==> src/hw/fp32_real.svh <==
// --------------------------------------------------------------------
// FP32 <-> real conversion for behavioral arithmetic
// power-of-two helper, decode by fp_class_e, round-half-up on encode
// --------------------------------------------------------------------
`ifndef FP32_REAL_SVH
`define FP32_REAL_SVH

// 2**e by repeated multiply or divide, exact for any int exponent
function automatic real pow2_real(input int e);
  real v;
  v = 1.0;
  if (e >= 0) begin
    for (int i = 0; i < e; i++) begin
      v = v * 2.0;
    end
  end else begin
    for (int i = 0; i < -e; i++) begin
      v = v / 2.0;
    end
  end
  return v;
endfunction

// decode one word, inf reads as a large number and nan as zero
function automatic real fp32_to_real(input fp32_t f);
  fp_class_e cls;
  real       mag;
  if (f.exponent == 8'd0) begin
    cls = (f.mantissa == '0) ? FP_ZERO : FP_SUBNORMAL;
  end else if (f.exponent == 8'hff) begin
    cls = FP_SPECIAL;
  end else begin
    cls = FP_NORMAL;
  end
  case (cls)
    FP_ZERO:      mag = 0.0;
    // no hidden one, fixed exponent of 1 - bias
    FP_SUBNORMAL: mag = (real'(f.mantissa) / FP_MANT_ONE) * pow2_real(1 - FP_BIAS);
    FP_NORMAL:    mag = (1.0 + real'(f.mantissa) / FP_MANT_ONE)
                        * pow2_real(int'(f.exponent) - FP_BIAS);
    default:      mag = (f.mantissa == '0) ? 1.0e30 : 0.0;
  endcase
  return f.sign ? -mag : mag;
endfunction

// encode, values below the normal range flush to zero
function automatic fp32_t real_to_fp32(input real r);
  fp32_t       res;
  real         mag;
  int          e;
  int unsigned frac_i;
  res = '0;
  mag = (r < 0.0) ? -r : r;
  if (mag == 0.0) begin
    return res;
  end
  // bring mantissa into [1, 2)
  e = 0;
  while (mag >= 2.0) begin
    mag = mag / 2.0;
    e++;
  end
  while (mag < 1.0) begin
    mag = mag * 2.0;
    e--;
  end
  // round half up, carry out bumps the exponent
  frac_i = $rtoi((mag - 1.0) * FP_MANT_ONE + 0.5);
  if (frac_i >= (32'd1 << FP_MANT_W)) begin
    frac_i = 0;
    e++;
  end
  if (e + FP_BIAS < 1) begin
    return res;
  end
  res.sign     = (r < 0.0);
  res.exponent = 8'(e + FP_BIAS);
  res.mantissa = frac_i[FP_MANT_W-1:0];
  return res;
endfunction

`endif

==> src/hw/attn_pkg.sv <==
// --------------------------------------------------------------------
// attention output package
// sizes, FP32 word type, decode class enum, bundle structs
// and the FP32 <-> real helpers pulled in from fp32_real.svh
// --------------------------------------------------------------------
package attn_pkg;

  // --------------------------------------------------------------------
  // sizes
  // --------------------------------------------------------------------

  // tokens per bundle
  localparam int TOKENS = 4;
  // components per value vector
  localparam int DIM = 4;

  // fp32 field constants
  localparam int  FP_BIAS     = 127;
  localparam int  FP_MANT_W   = 23;
  // 2**23, weight of the mantissa lsb inverted
  localparam real FP_MANT_ONE = 8388608.0;

  // --------------------------------------------------------------------
  // types
  // --------------------------------------------------------------------

  // single precision word, msb first
  typedef struct packed {
    logic                 sign;
    logic [7:0]           exponent;
    logic [FP_MANT_W-1:0] mantissa;
  } fp32_t;

  // decode path select for fp32_to_real
  typedef enum logic [1:0] {
    FP_ZERO,
    FP_SUBNORMAL,
    FP_NORMAL,
    FP_SPECIAL
  } fp_class_e;

  // raw scores plus value vectors, values token-major
  typedef struct packed {
    fp32_t [TOKENS-1:0]          scores;
    fp32_t [TOKENS-1:0][DIM-1:0] values;
  } score_bundle_t;

  // normalized weights, same value vectors
  typedef struct packed {
    fp32_t [TOKENS-1:0]          weights;
    fp32_t [TOKENS-1:0][DIM-1:0] values;
  } weight_bundle_t;

  // attention output vector
  typedef struct packed {
    fp32_t [DIM-1:0] elem;
  } attn_vec_t;

  // --------------------------------------------------------------------
  // conversion functions
  // --------------------------------------------------------------------
  `include "fp32_real.svh"

endpackage

==> src/hw/attn_elastic_stage.sv <==
// --------------------------------------------------------------------
// one-deep valid/ready buffer for a weighted bundle
// decouples the normalizer from a stalled weighted-sum unit
// --------------------------------------------------------------------
module attn_elastic_stage (
  input  logic                     clk,
  input  logic                     rst_n,
  input  logic                     in_valid_i,
  output logic                     in_ready_o,
  input  attn_pkg::weight_bundle_t in_bundle_i,
  output logic                     out_valid_o,
  input  logic                     out_ready_i,
  output attn_pkg::weight_bundle_t out_bundle_o
);
  import attn_pkg::*;

  logic           valid_q;
  weight_bundle_t bundle_q;
  logic           accept;

  // ready when empty or draining
  assign in_ready_o   = !valid_q || out_ready_i;
  assign accept       = in_valid_i && in_ready_o;
  assign out_valid_o  = valid_q;
  assign out_bundle_o = bundle_q;

  always_ff @(posedge clk or negedge rst_n) begin
    if (!rst_n) begin
      valid_q  <= 1'b0;
      bundle_q <= '0;
    end else if (accept) begin
      // load replaces a draining item in the same edge
      valid_q  <= 1'b1;
      bundle_q <= in_bundle_i;
    end else if (valid_q && out_ready_i) begin
      valid_q  <= 1'b0;
    end
  end

  // --------------------------------------------------------------------
  // checks
  // --------------------------------------------------------------------

  // an item only leaves through a transfer
  a_no_drop: assert property (@(posedge clk) disable iff (!rst_n)
    out_valid_o && !out_ready_i |=> out_valid_o);

  // held bundle unchanged under stall
  a_stable_on_stall: assert property (@(posedge clk) disable iff (!rst_n)
    out_valid_o && !out_ready_i |=> $stable(out_bundle_o));

endmodule

==> config.mk <==
export PLATFORM = sky130hd
export DESIGN_NAME = attn_elastic_stage
export DESIGN_NICKNAME = d
export VERILOG_FILES = /design/src/hw/attn_pkg.sv /design/src/hw/attn_elastic_stage.sv
export VERILOG_INCLUDE_DIRS = /design/src /design/src/hw
export SDC_FILE = /design/constraint.sdc
export NUM_CORES = 1
export LEC_CHECK = 0
export ABC_AREA = 1
export BUFFER_PORTS_ARGS = -buffer_cell sky130_fd_sc_hd__buf_4
export CELL_PAD_IN_SITES_DETAIL_PLACEMENT = 1
export CELL_PAD_IN_SITES_GLOBAL_PLACEMENT = 1
export CORE_AREA = 2 2 503 505
export CTS_CLUSTER_DIAMETER = 150
export CTS_CLUSTER_SIZE = 25
export DETAILED_ROUTE_END_ITERATION = 8
export DIE_AREA = 0 0 505 507
export PLACE_DENSITY = 0.33
export REMOVE_ABC_BUFFERS = 1
export SYNTH_ARGS = -nofsm -noshare
export SYNTH_HDL_FRONTEND = slang
export SYNTH_SLANG_ARGS = --single-unit
==> constraint.sdc <==
create_clock -name clk -period 2.4 [get_ports clk]
set_input_delay 0.12 -clock clk [delete_from_list [all_inputs] [get_ports clk]]
set_output_delay 0.12 -clock clk [all_outputs]
set_load 0.005 [all_outputs]
==> results of run 1 <==
-- layout make-up --
type	instances	area (sq um)
Antenna cell	24	60.1
Multi-Input combinational cell	1923	8040
Sequential cell	641	16000
Tap cell	3348	4190
Clock inverter	9	85.1
Timing Repair Buffer	2058	17600
Clock buffer	32	779
Fill cell	29600	204000
Inverter	1	3.75
-- worst max-delay path, stage by stage (launching register included) --
cell and delay, ps:
sky130_fd_sc_hd__dfrtp_1 460, sky130_fd_sc_hd__nand2_8 100, sky130_fd_sc_hd__buf_12 190, sky130_fd_sc_hd__buf_16 250, sky130_fd_sc_hd__buf_4 150
-- power groups by stage --
| stage | Sequential (mW) | Clock [mW] | Combinational [mW] |
|---|---|---|---|
| after global routing | 13.5 | 7.47 | 9.08 |
| after detailed placement | 13.5 | 0 | 7.50 |
| final | 13.2 | 6.70 | 8.24 |
| after global placement | 13.5 | 0 | 7.50 |
| after floorplan | 13.4 | 0 | 2.29 |
| after CTS | 13.3 | 7.28 | 8.53 |
-- Yosys cell counts --
cell type	count
sky130_fd_sc_hd__nand2_1	1282
sky130_fd_sc_hd__dfrtp_1	641
sky130_fd_sc_hd__nand3_1	640
sky130_fd_sc_hd__buf_2	136
sky130_fd_sc_hd__buf_4	54
sky130_fd_sc_hd__clkbuf_1	21
sky130_fd_sc_hd__buf_6	1
sky130_fd_sc_hd__buf_8	1
sky130_fd_sc_hd__inv_1	1
sky130_fd_sc_hd__nand2_2	1
-- through the flow --
step	cells	hold slack, ps	setup slack (ps)	instance area, sq um
final	8036	53.5	301	46800
after global routing	8028	15.8	179	46800
after CTS	8012	4.31	161	46700
after detailed placement	7314	197	575	39300
after global placement	7314	200	592	39300
after floorplan	2565	-176	-20550	24100
-- metal layers --
metal  part of all wire [%]  global-route usage, %  vias up
met5                  0.061                      0        -
met4                    2.0                   2.65       18
met3                    8.2                   4.37      121
met2                     46                   20.7      893
met1                     44                   16.2    13200
li1                       -                      -    12600
-- state kept, by name (all words and copies together) (netlist names) --
name          flops
out_bundle_o    640
out_valid_o       1
-- kinds of logic (layout without fill, tap and decap cells) --
family        Yosys count  after routing  synth area share (%)
buf+inv               214           2100                  4.73
flops                 641            641                  63.5
other cells             0             24                     0
simple gates         1923           1923                  31.8
-- worst paths after layout --
path | from | endpoint | slack, ps | cells after the start
worst max-delay path | out_valid_o | in_ready_o | 300 | 4
min in group clk | in_valid_i | out_bundle_o[476] | 60 | 4
worst max register to register | out_valid_o | out_bundle_o[409] | 340 | 6
max in group asynchronous | rst_n | out_bundle_o[32] | 630 | 3
worst min-delay path | rst_n | out_bundle_o[440] | 50 | 2
worst min register to register | out_bundle_o[554] | out_bundle_o[554] | 480 | 2
-- repair_timing --
action                                  in CTS  in global routing
hold endpoints to repair                  1137                  0
gates resized for setup                      1                  0
endpoints found under the setup margin       1                  0
hold buffers                               656                  0
setup buffers                                1                  0
-- cells in the final DEF (no fill, tap or decap) --
cell                            count
sky130_fd_sc_hd__inv_6              2
sky130_fd_sc_hd__inv_8              1
sky130_fd_sc_hd__nand2_8            1
sky130_fd_sc_hd__buf_8              2
sky130_fd_sc_hd__nand2_4            1
sky130_fd_sc_hd__buf_12            36
sky130_fd_sc_hd__diode_2           24
sky130_fd_sc_hd__buf_4           1363
sky130_fd_sc_hd__dfrtp_1          641
sky130_fd_sc_hd__buf_16             1
sky130_fd_sc_hd__dlygate4sd3_1    656
sky130_fd_sc_hd__clkinv_8           2
sky130_fd_sc_hd__nand3_1          640
sky130_fd_sc_hd__nand2_1         1281
sky130_fd_sc_hd__clkinv_2           3
sky130_fd_sc_hd__clkbuf_16         31
sky130_fd_sc_hd__clkbuf_1           1
sky130_fd_sc_hd__inv_1              1
sky130_fd_sc_hd__clkinv_4           1
==> impl_table.tex, run 1 <==
\begin{tabular}{lr}
\hline
Metric & Value \\
\hline
\multicolumn{2}{l}{\textbf{Placement}} \\
Port Buffer Count & 1285 \\
DPL Wire Length & 131000 um \\
Final GP Congestion & 0.804 \\
\multicolumn{2}{l}{\textbf{Global route}} \\
Pin count of the biggest net entering global routing & 78 \\
Via count of the first global-routing pass & 29300 \\
Global route overflow & 0 \\
Aggregate global-route resource usage & about an eighth \\
Antenna violations before repair & 38 \\
Global-route wire length before repair & 237000 um \\
\multicolumn{2}{l}{\textbf{Finish}} \\
Fraction of final layout cells with drive strength greater than 1 & 31.0\% \\
Fraction of the core area covered by cells at the end of the flow & 18.7\% \\
Layout Area Growth over Synthesis & 85.2\% \\
Nets & 5300 \\
\multicolumn{2}{l}{\textbf{Clocking}} \\
Depth of the CTS H-tree & 1 \\
Clock tree root buffer cell & sky130\_fd\_sc\_hd\_\_clkbuf\_16 \\
Clock transition at the registers of the reported paths & 120 ps \\
Total CTS buffers & 31 \\
TritonCTS clock tree & built \\
Clock insertion delay at the later pin of the skew report & a little over 700 ps \\
Sink Count & 641 \\
Buffers from clock root to sink, at most & 3 \\
\multicolumn{2}{l}{\textbf{Worst hold path}} \\
Hold Crit Class & input pin to async pin \\
\multicolumn{2}{l}{\textbf{Die}} \\
Core area & between 200000 and 300000 sq um \\
Chip Height & 507 um \\
Row Count & 184 \\
Area of the die & 256000 sq um \\
Initial Utilization & 10.1\% \\
Horizontal die dimension & 505 um \\
Boundary pin count & 1286 \\
\multicolumn{2}{l}{\textbf{Logic synthesis}} \\
Mapped Avg Cell Area & between 9 and 10 sq um \\
Leading area contributor after synthesis & sky130\_fd\_sc\_hd\_\_dfrtp\_1 \\
Syn Inst Count & 2778 \\
Synth top area share & a little under two thirds \\
Count of cell types in the netlist & 10 \\
Synth area leaders & sky130\_fd\_sc\_hd\_\_dfrtp\_1 (64\%), sky130\_fd\_sc\_hd\_\_nand2\_1 (19\%), sky130\_fd\_sc\_hd\_\_nand3\_1 (13\%) \\
Post-Synthesis Cell Area & 25300 sq um \\
Count of yosys warnings during synthesis & 0 \\
Sequential element share of the synthesized area & 63.5\% \\
Register bit count reported by yosys & 641 \\
\multicolumn{2}{l}{\textbf{Run}} \\
Max capacitance violation total & 0 \\
\multicolumn{2}{l}{\textbf{Drt}} \\
Wirelength per Cell & about 21 um \\
Detail-routed via count per cell & 3.35 \\
Initial DRC count & 1264 \\
Number of nets still failing antenna checks after routing & 0 \\
Via total after detailed routing & 26900 \\
Number of iterations in the first detailed-routing pass & 5 \\
Total wire length after detailed routing & around 170000 um \\
Post-route DRC & 0 \\
\multicolumn{2}{l}{\textbf{STA}} \\
Setup repair after global routing missed its margin & no \\
Post-Route Skew & 36.7 ps \\
Number of hold violations in the final report & 0 \\
Fin crit share & $\sim$90\% \\
Slew at the pin closest to its max-slew limit & 972 ps \\
Highest attainable clock frequency & 476 MHz \\
Final max-slew violation count & 0 \\
Final setup violation count & 0 \\
Rel. slew slack & 35.0\% \\
Sum Neg Setup Slack & 0 ps \\
Period minus WS final & 2100 ps \\
\multicolumn{2}{l}{\textbf{Critical path}} \\
Maximum fanout encountered on the critical timing path & 41 \\
Crit Path Class & register to output port \\
Kind of launch point of the worst setup path & register \\
Arrival time worst endpoint & 1980 ps \\
Sort of element at the end of the critical path & output port \\
Required time at the worst-slack endpoint & 2280 ps \\
\multicolumn{2}{l}{\textbf{Power and ir drop}} \\
Static leakage & approximately 23 nW \\
Share of total power consumed by net switching & 33.3\% \\
PD cells & 603 nW/um\^{}2 \\
Total net switching power & 9.40 mW \\
Overall power consumption & 28.2 mW \\
Part of the power in registers & 47.0\% \\
Share of power burned in the clock network & between 20\% and 30\% \\
Largest voltage drop on the vdd net & 0.636 mV \\
Int Power & 18.8 mW \\
Combinational power share & 29.2\% \\
\multicolumn{2}{l}{\textbf{Status}} \\
Result of the run & finished, final reports clean \\
\hline
\end{tabular}
Power figures use the tool's default switching activity.
==> inputs of run 2 (changes only) <==
--- a/config.mk
+++ b/config.mk
@@ -6,16 +6,16 @@
 export SDC_FILE = /design/constraint.sdc
 export NUM_CORES = 1
 export LEC_CHECK = 0
-export ABC_AREA = 1
+export ABC_AREA = 0
 export BUFFER_PORTS_ARGS = -buffer_cell sky130_fd_sc_hd__buf_4
 export CELL_PAD_IN_SITES_DETAIL_PLACEMENT = 1
 export CELL_PAD_IN_SITES_GLOBAL_PLACEMENT = 1
-export CORE_AREA = 2 2 503 505
+export CORE_AREA = 2 2 506 508
 export CTS_CLUSTER_DIAMETER = 150
 export CTS_CLUSTER_SIZE = 25
 export DETAILED_ROUTE_END_ITERATION = 8
-export DIE_AREA = 0 0 505 507
-export PLACE_DENSITY = 0.33
+export DIE_AREA = 0 0 508 510
+export PLACE_DENSITY = 0.3
 export REMOVE_ABC_BUFFERS = 1
 export SYNTH_ARGS = -nofsm -noshare
 export SYNTH_HDL_FRONTEND = slang
==> constraint.sdc (replaced) <==
create_clock -name clk -period 1.95 [get_ports clk]
set_input_delay 0.0975 -clock clk [delete_from_list [all_inputs] [get_ports clk]]
set_output_delay 0.0975 -clock clk [all_outputs]
set_load 0.005 [all_outputs]
==> run 2 against run 1 <==
- power grew 29%
- register-to-register slack lost 200 ps
- critical path depth grew 1
- global-route usage shrank 1.6 points
- hold slack gained 68 ps
- critical path type is now register to register
- critical endpoint is now out_bundle_o[611]
- largest power group unchanged
==> impl_table.tex, run 2 <==
\begin{tabular}{lr}
\hline
Metric & Value \\
\hline
\multicolumn{2}{l}{\textbf{Logic synthesis}} \\
Post-Synthesis Cell Area & 24000 sq um (-4.8\%) \\
Synth top area share & 66.7\% (+3.2 points) \\
List of most frequent post-synthesis cells & sky130\_fd\_sc\_hd\_\_dfrtp\_1 (641), sky130\_fd\_sc\_hd\_\_mux2\_2 (640), sky130\_fd\_sc\_hd\_\_buf\_6 (66), sky130\_fd\_sc\_hd\_\_buf\_2 (4) \\
Number of flops mapped to enable cells by yosys & 0 (unchanged) \\
Synth area leaders & sky130\_fd\_sc\_hd\_\_dfrtp\_1 (67\%), sky130\_fd\_sc\_hd\_\_mux2\_2 (30\%), sky130\_fd\_sc\_hd\_\_buf\_6 (3.1\%) \\
Sequential element share of the synthesized area & 66.7\% (+3.2 points) \\
Register bit count reported by yosys & 641 (unchanged) \\
Async SR Flop Fraction & 100\% (unchanged) \\
Post-synth top flop & sky130\_fd\_sc\_hd\_\_dfrtp\_1 \\
Syn Inst Count & 1354 (-51\%) \\
Mapped Avg Cell Area & 17.8 sq um (+95\%) \\
Most common cell in the netlist & sky130\_fd\_sc\_hd\_\_dfrtp\_1 \\
Leading area contributor after synthesis & sky130\_fd\_sc\_hd\_\_dfrtp\_1 \\
Count of yosys warnings during synthesis & 0 (unchanged) \\
Count of cell types in the netlist & 7 (-3) \\
\multicolumn{2}{l}{\textbf{Finish}} \\
Nets & 3977 (-25\%) \\
Fraction of final layout cells with drive strength greater than 1 & 61.3\% (+30 points) \\
Number of flip-flops in the largest register & 640 (unchanged) \\
Layout Area Growth over Synthesis & 91.2\% \\
Most common library cell in the layout ignoring fill and taps & sky130\_fd\_sc\_hd\_\_buf\_4 \\
Fraction of the core area covered by cells at the end of the flow & 18.1\% (-0.54 points) \\
Commonest cells after routing, fill and taps aside & sky130\_fd\_sc\_hd\_\_buf\_4 (1322), sky130\_fd\_sc\_hd\_\_dlygate4sd3\_1 (654), sky130\_fd\_sc\_hd\_\_dfrtp\_1 (641) \\
Non-filler instance count after layout & 6752 (-16\%) \\
\multicolumn{2}{l}{\textbf{Drt}} \\
Detail Route met3 WL & 16400 um (+17\%) \\
Via total after detailed routing & 19600 (-27\%) \\
Sum of routed wire segments on met1 & 59800 um (-19\%) \\
Detail-routed via count per cell & 2.90 (-14\%) \\
Post-route DRC & 0 (unchanged) \\
Number of iterations in the first detailed-routing pass & 6 (+1) \\
Highest metal used & met5 \\
Wirelength per Cell & 22.2 um (+5.1\%) \\
Number of nets still failing antenna checks after routing & 0 (unchanged) \\
Initial DRC count & 503 (-60\%) \\
Total wire length after detailed routing & 150000 um (-12\%) \\
Wire length on met2 & 70100 um (-9.9\%) \\
\multicolumn{2}{l}{\textbf{Run}} \\
Max capacitance violation total & 0 (unchanged) \\
\multicolumn{2}{l}{\textbf{Critical path}} \\
Worst R2R Setup Slack & 140 ps (-200 ps) \\
Critical R2R Capture & out\_bundle\_o[611] \\
Kind of launch point of the worst setup path & register \\
Startpoint of the worst register-to-register path & out\_valid\_o \\
Sort of element at the end of the critical path & register \\
Cell count of the worst reg-to-reg path & 5 (-1) \\
Arrival time worst endpoint & 2360 ps (+380 ps) \\
Required time at the worst-slack endpoint & 2500 ps (+220 ps) \\
Crit Path Class & register to register \\
Maximum fanout encountered on the critical timing path & 17 (-59\%) \\
\multicolumn{2}{l}{\textbf{Die}} \\
Boundary pin count & 1286 (unchanged) \\
Row Count & 185 (+0.54\%) \\
Core area & 253000 sq um (+1.2\%) \\
Horizontal die dimension & 508 um (+0.59\%) \\
Area of the die & 259000 sq um (+1.2\%) \\
Initial Utilization & 9.49\% (-0.60 points) \\
Chip Height & 510 um (+0.59\%) \\
\multicolumn{2}{l}{\textbf{Global route}} \\
Via count of the first global-routing pass & 22100 (-25\%) \\
Antenna violations before repair & 71 (+87\%) \\
Aggregate global-route resource usage & 11.1\% (-1.6 points) \\
Global route overflow & 0 (unchanged) \\
Global-route wire length before repair & 198000 um (-16\%) \\
Pin count of the biggest net entering global routing & 74 (-5.1\%) \\
\multicolumn{2}{l}{\textbf{Worst hold path}} \\
End point of the most critical hold path & out\_bundle\_o[369] \\
Start point of the worst min-delay path & out\_ready\_i \\
Worst hold path cell count & 4 \\
Hold Crit Class & input pin to register \\
\multicolumn{2}{l}{\textbf{STA}} \\
Slew at the pin closest to its max-slew limit & 588 ps (-384 ps) \\
Sum Neg Setup Slack & 0 ps (unchanged) \\
Final setup violation count & 0 (unchanged) \\
Rel. slew slack & 60.7\% (+26 points) \\
Final max-slew violation count & 0 (unchanged) \\
Number of hold violations in the final report & 0 (unchanged) \\
Worst-case setup margin in the final layout & 143 ps (-158 ps) \\
Post-Route Skew & 48.9 ps (+12.1 ps) \\
Highest attainable clock frequency & 553 MHz \\
Setup repair after global routing missed its margin & no \\
Fin crit share & 92.7\% \\
Final hold slack & 122 ps (+68.1 ps) \\
Period minus WS final & roughly 1800 ps \\
\multicolumn{2}{l}{\textbf{Clocking}} \\
TritonCTS clock tree & built \\
Sink Count & 641 (unchanged) \\
Depth of the CTS H-tree & 2 (+1) \\
Buffers from clock root to sink, at most & 3 (unchanged) \\
Total CTS buffers & 37 (+19\%) \\
Clock tree root buffer cell & sky130\_fd\_sc\_hd\_\_clkbuf\_16 \\
Quantity of gates resized following cts & 0 (-1) \\
Clock insertion delay at the later pin of the skew report & 670 ps (-40 ps) \\
Clock transition at the registers of the reported paths & 120 ps (about the same) \\
\multicolumn{2}{l}{\textbf{Power and ir drop}} \\
Static leakage & 20.1 nW (-14\%) \\
PD cells & 790 nW/um\^{}2 (+31\%) \\
Largest voltage drop on the vdd net & 0.502 mV (-21\%) \\
\multicolumn{2}{l}{\textbf{Placement}} \\
Final GP Congestion & 0.772 (-3.9\%) \\
Cell total after placement & 6006 (-18\%) \\
DPL Wire Length & 124000 um (-5.6\%) \\
Post-Place Worst Slack & 120 ps (-456 ps) \\
Port Buffer Count & 1285 (unchanged) \\
\multicolumn{2}{l}{\textbf{Status}} \\
Result of the run & finished, final reports clean \\
\hline
\end{tabular}
[run 2: layout make-up]
| class | count | area (sq um) |
|---|---|---|
| fillers | 28700 | 207000 |
| repair buffers | 2010 | 17100 |
| flip-flops and latches | 641 | 16000 |
| multi-input cells | 643 | 7250 |
| well taps | 3366 | 4210 |
| clock buffers | 44 | 1010 |
| clock inverters | 15 | 229 |
| diodes | 33 | 82.6 |
[run 2: cells by family (layout without fill, tap and decap cells)]
logic type / Yosys count / after routing / share of synthesized area (%)
and+or+nand+nor: 3 / 3 / 0.130
muxes: 640 / 640 / 30.0
buffers and inverters: 70 / 2069 / 3.17
DFF: 641 / 641 / 66.7
other: 0 / 33 / 0
[run 2: worst max-delay path, cell delays in order, from the launching register on]
cell and delay [ps]:
sky130_fd_sc_hd__dfrtp_1 420, sky130_fd_sc_hd__nand2b_4 100, sky130_fd_sc_hd__nand2_8 180, sky130_fd_sc_hd__buf_12 210, sky130_fd_sc_hd__buf_4 310, sky130_fd_sc_hd__mux2_2 370
[run 2: metal layers]
metal / track usage, % / vias up
met4: 2.48 / 48
li1: - / 8740
met5: 0 / -
met3: 5.45 / 138
met1: 12.9 / 9729
met2: 18.2 / 900
[run 2: how the worst max path moves through the flow]
stage	from	to	slack (ps)	cells past startpoint
2_1_floorplan	out_valid_o	out_bundle_o[0]	-3470	3
3_3_place_gp	out_valid_o	out_bundle_o[81]	150	5
3_5_place_dp	out_valid_o	out_bundle_o[611]	120	5
4_1_cts	out_valid_o	out_bundle_o[611]	70	5
5_1_grt	out_valid_o	out_bundle_o[571]	40	5
6_report	out_valid_o	out_bundle_o[611]	140	5
[run 2: per-stage QoR]
stage	cell area, sq um	power [mW]
after floorplan	23300	19.2
after global placement	38100	25.8
after detailed placement	38100	25.9
after CTS	45900	37.7
after global routing	45900	38.7
final	46000	36.3
[run 2: power by group]
part / total (mW) / internal [mW] / switching [mW]
logic: 9.99 / 5.92 / 4.07
registers: 16.5 / 15.2 / 1.23
clock network: 9.85 / 4.06 / 5.79
total: 36.3 / 25.2 / 11.1
[run 2: repair_timing]
action / 4_1_cts / 5_1_grt
endpoints found under the hold margin: 1281 / 0
hold buffers: 654 / 0
setup buffers: 0 / 0
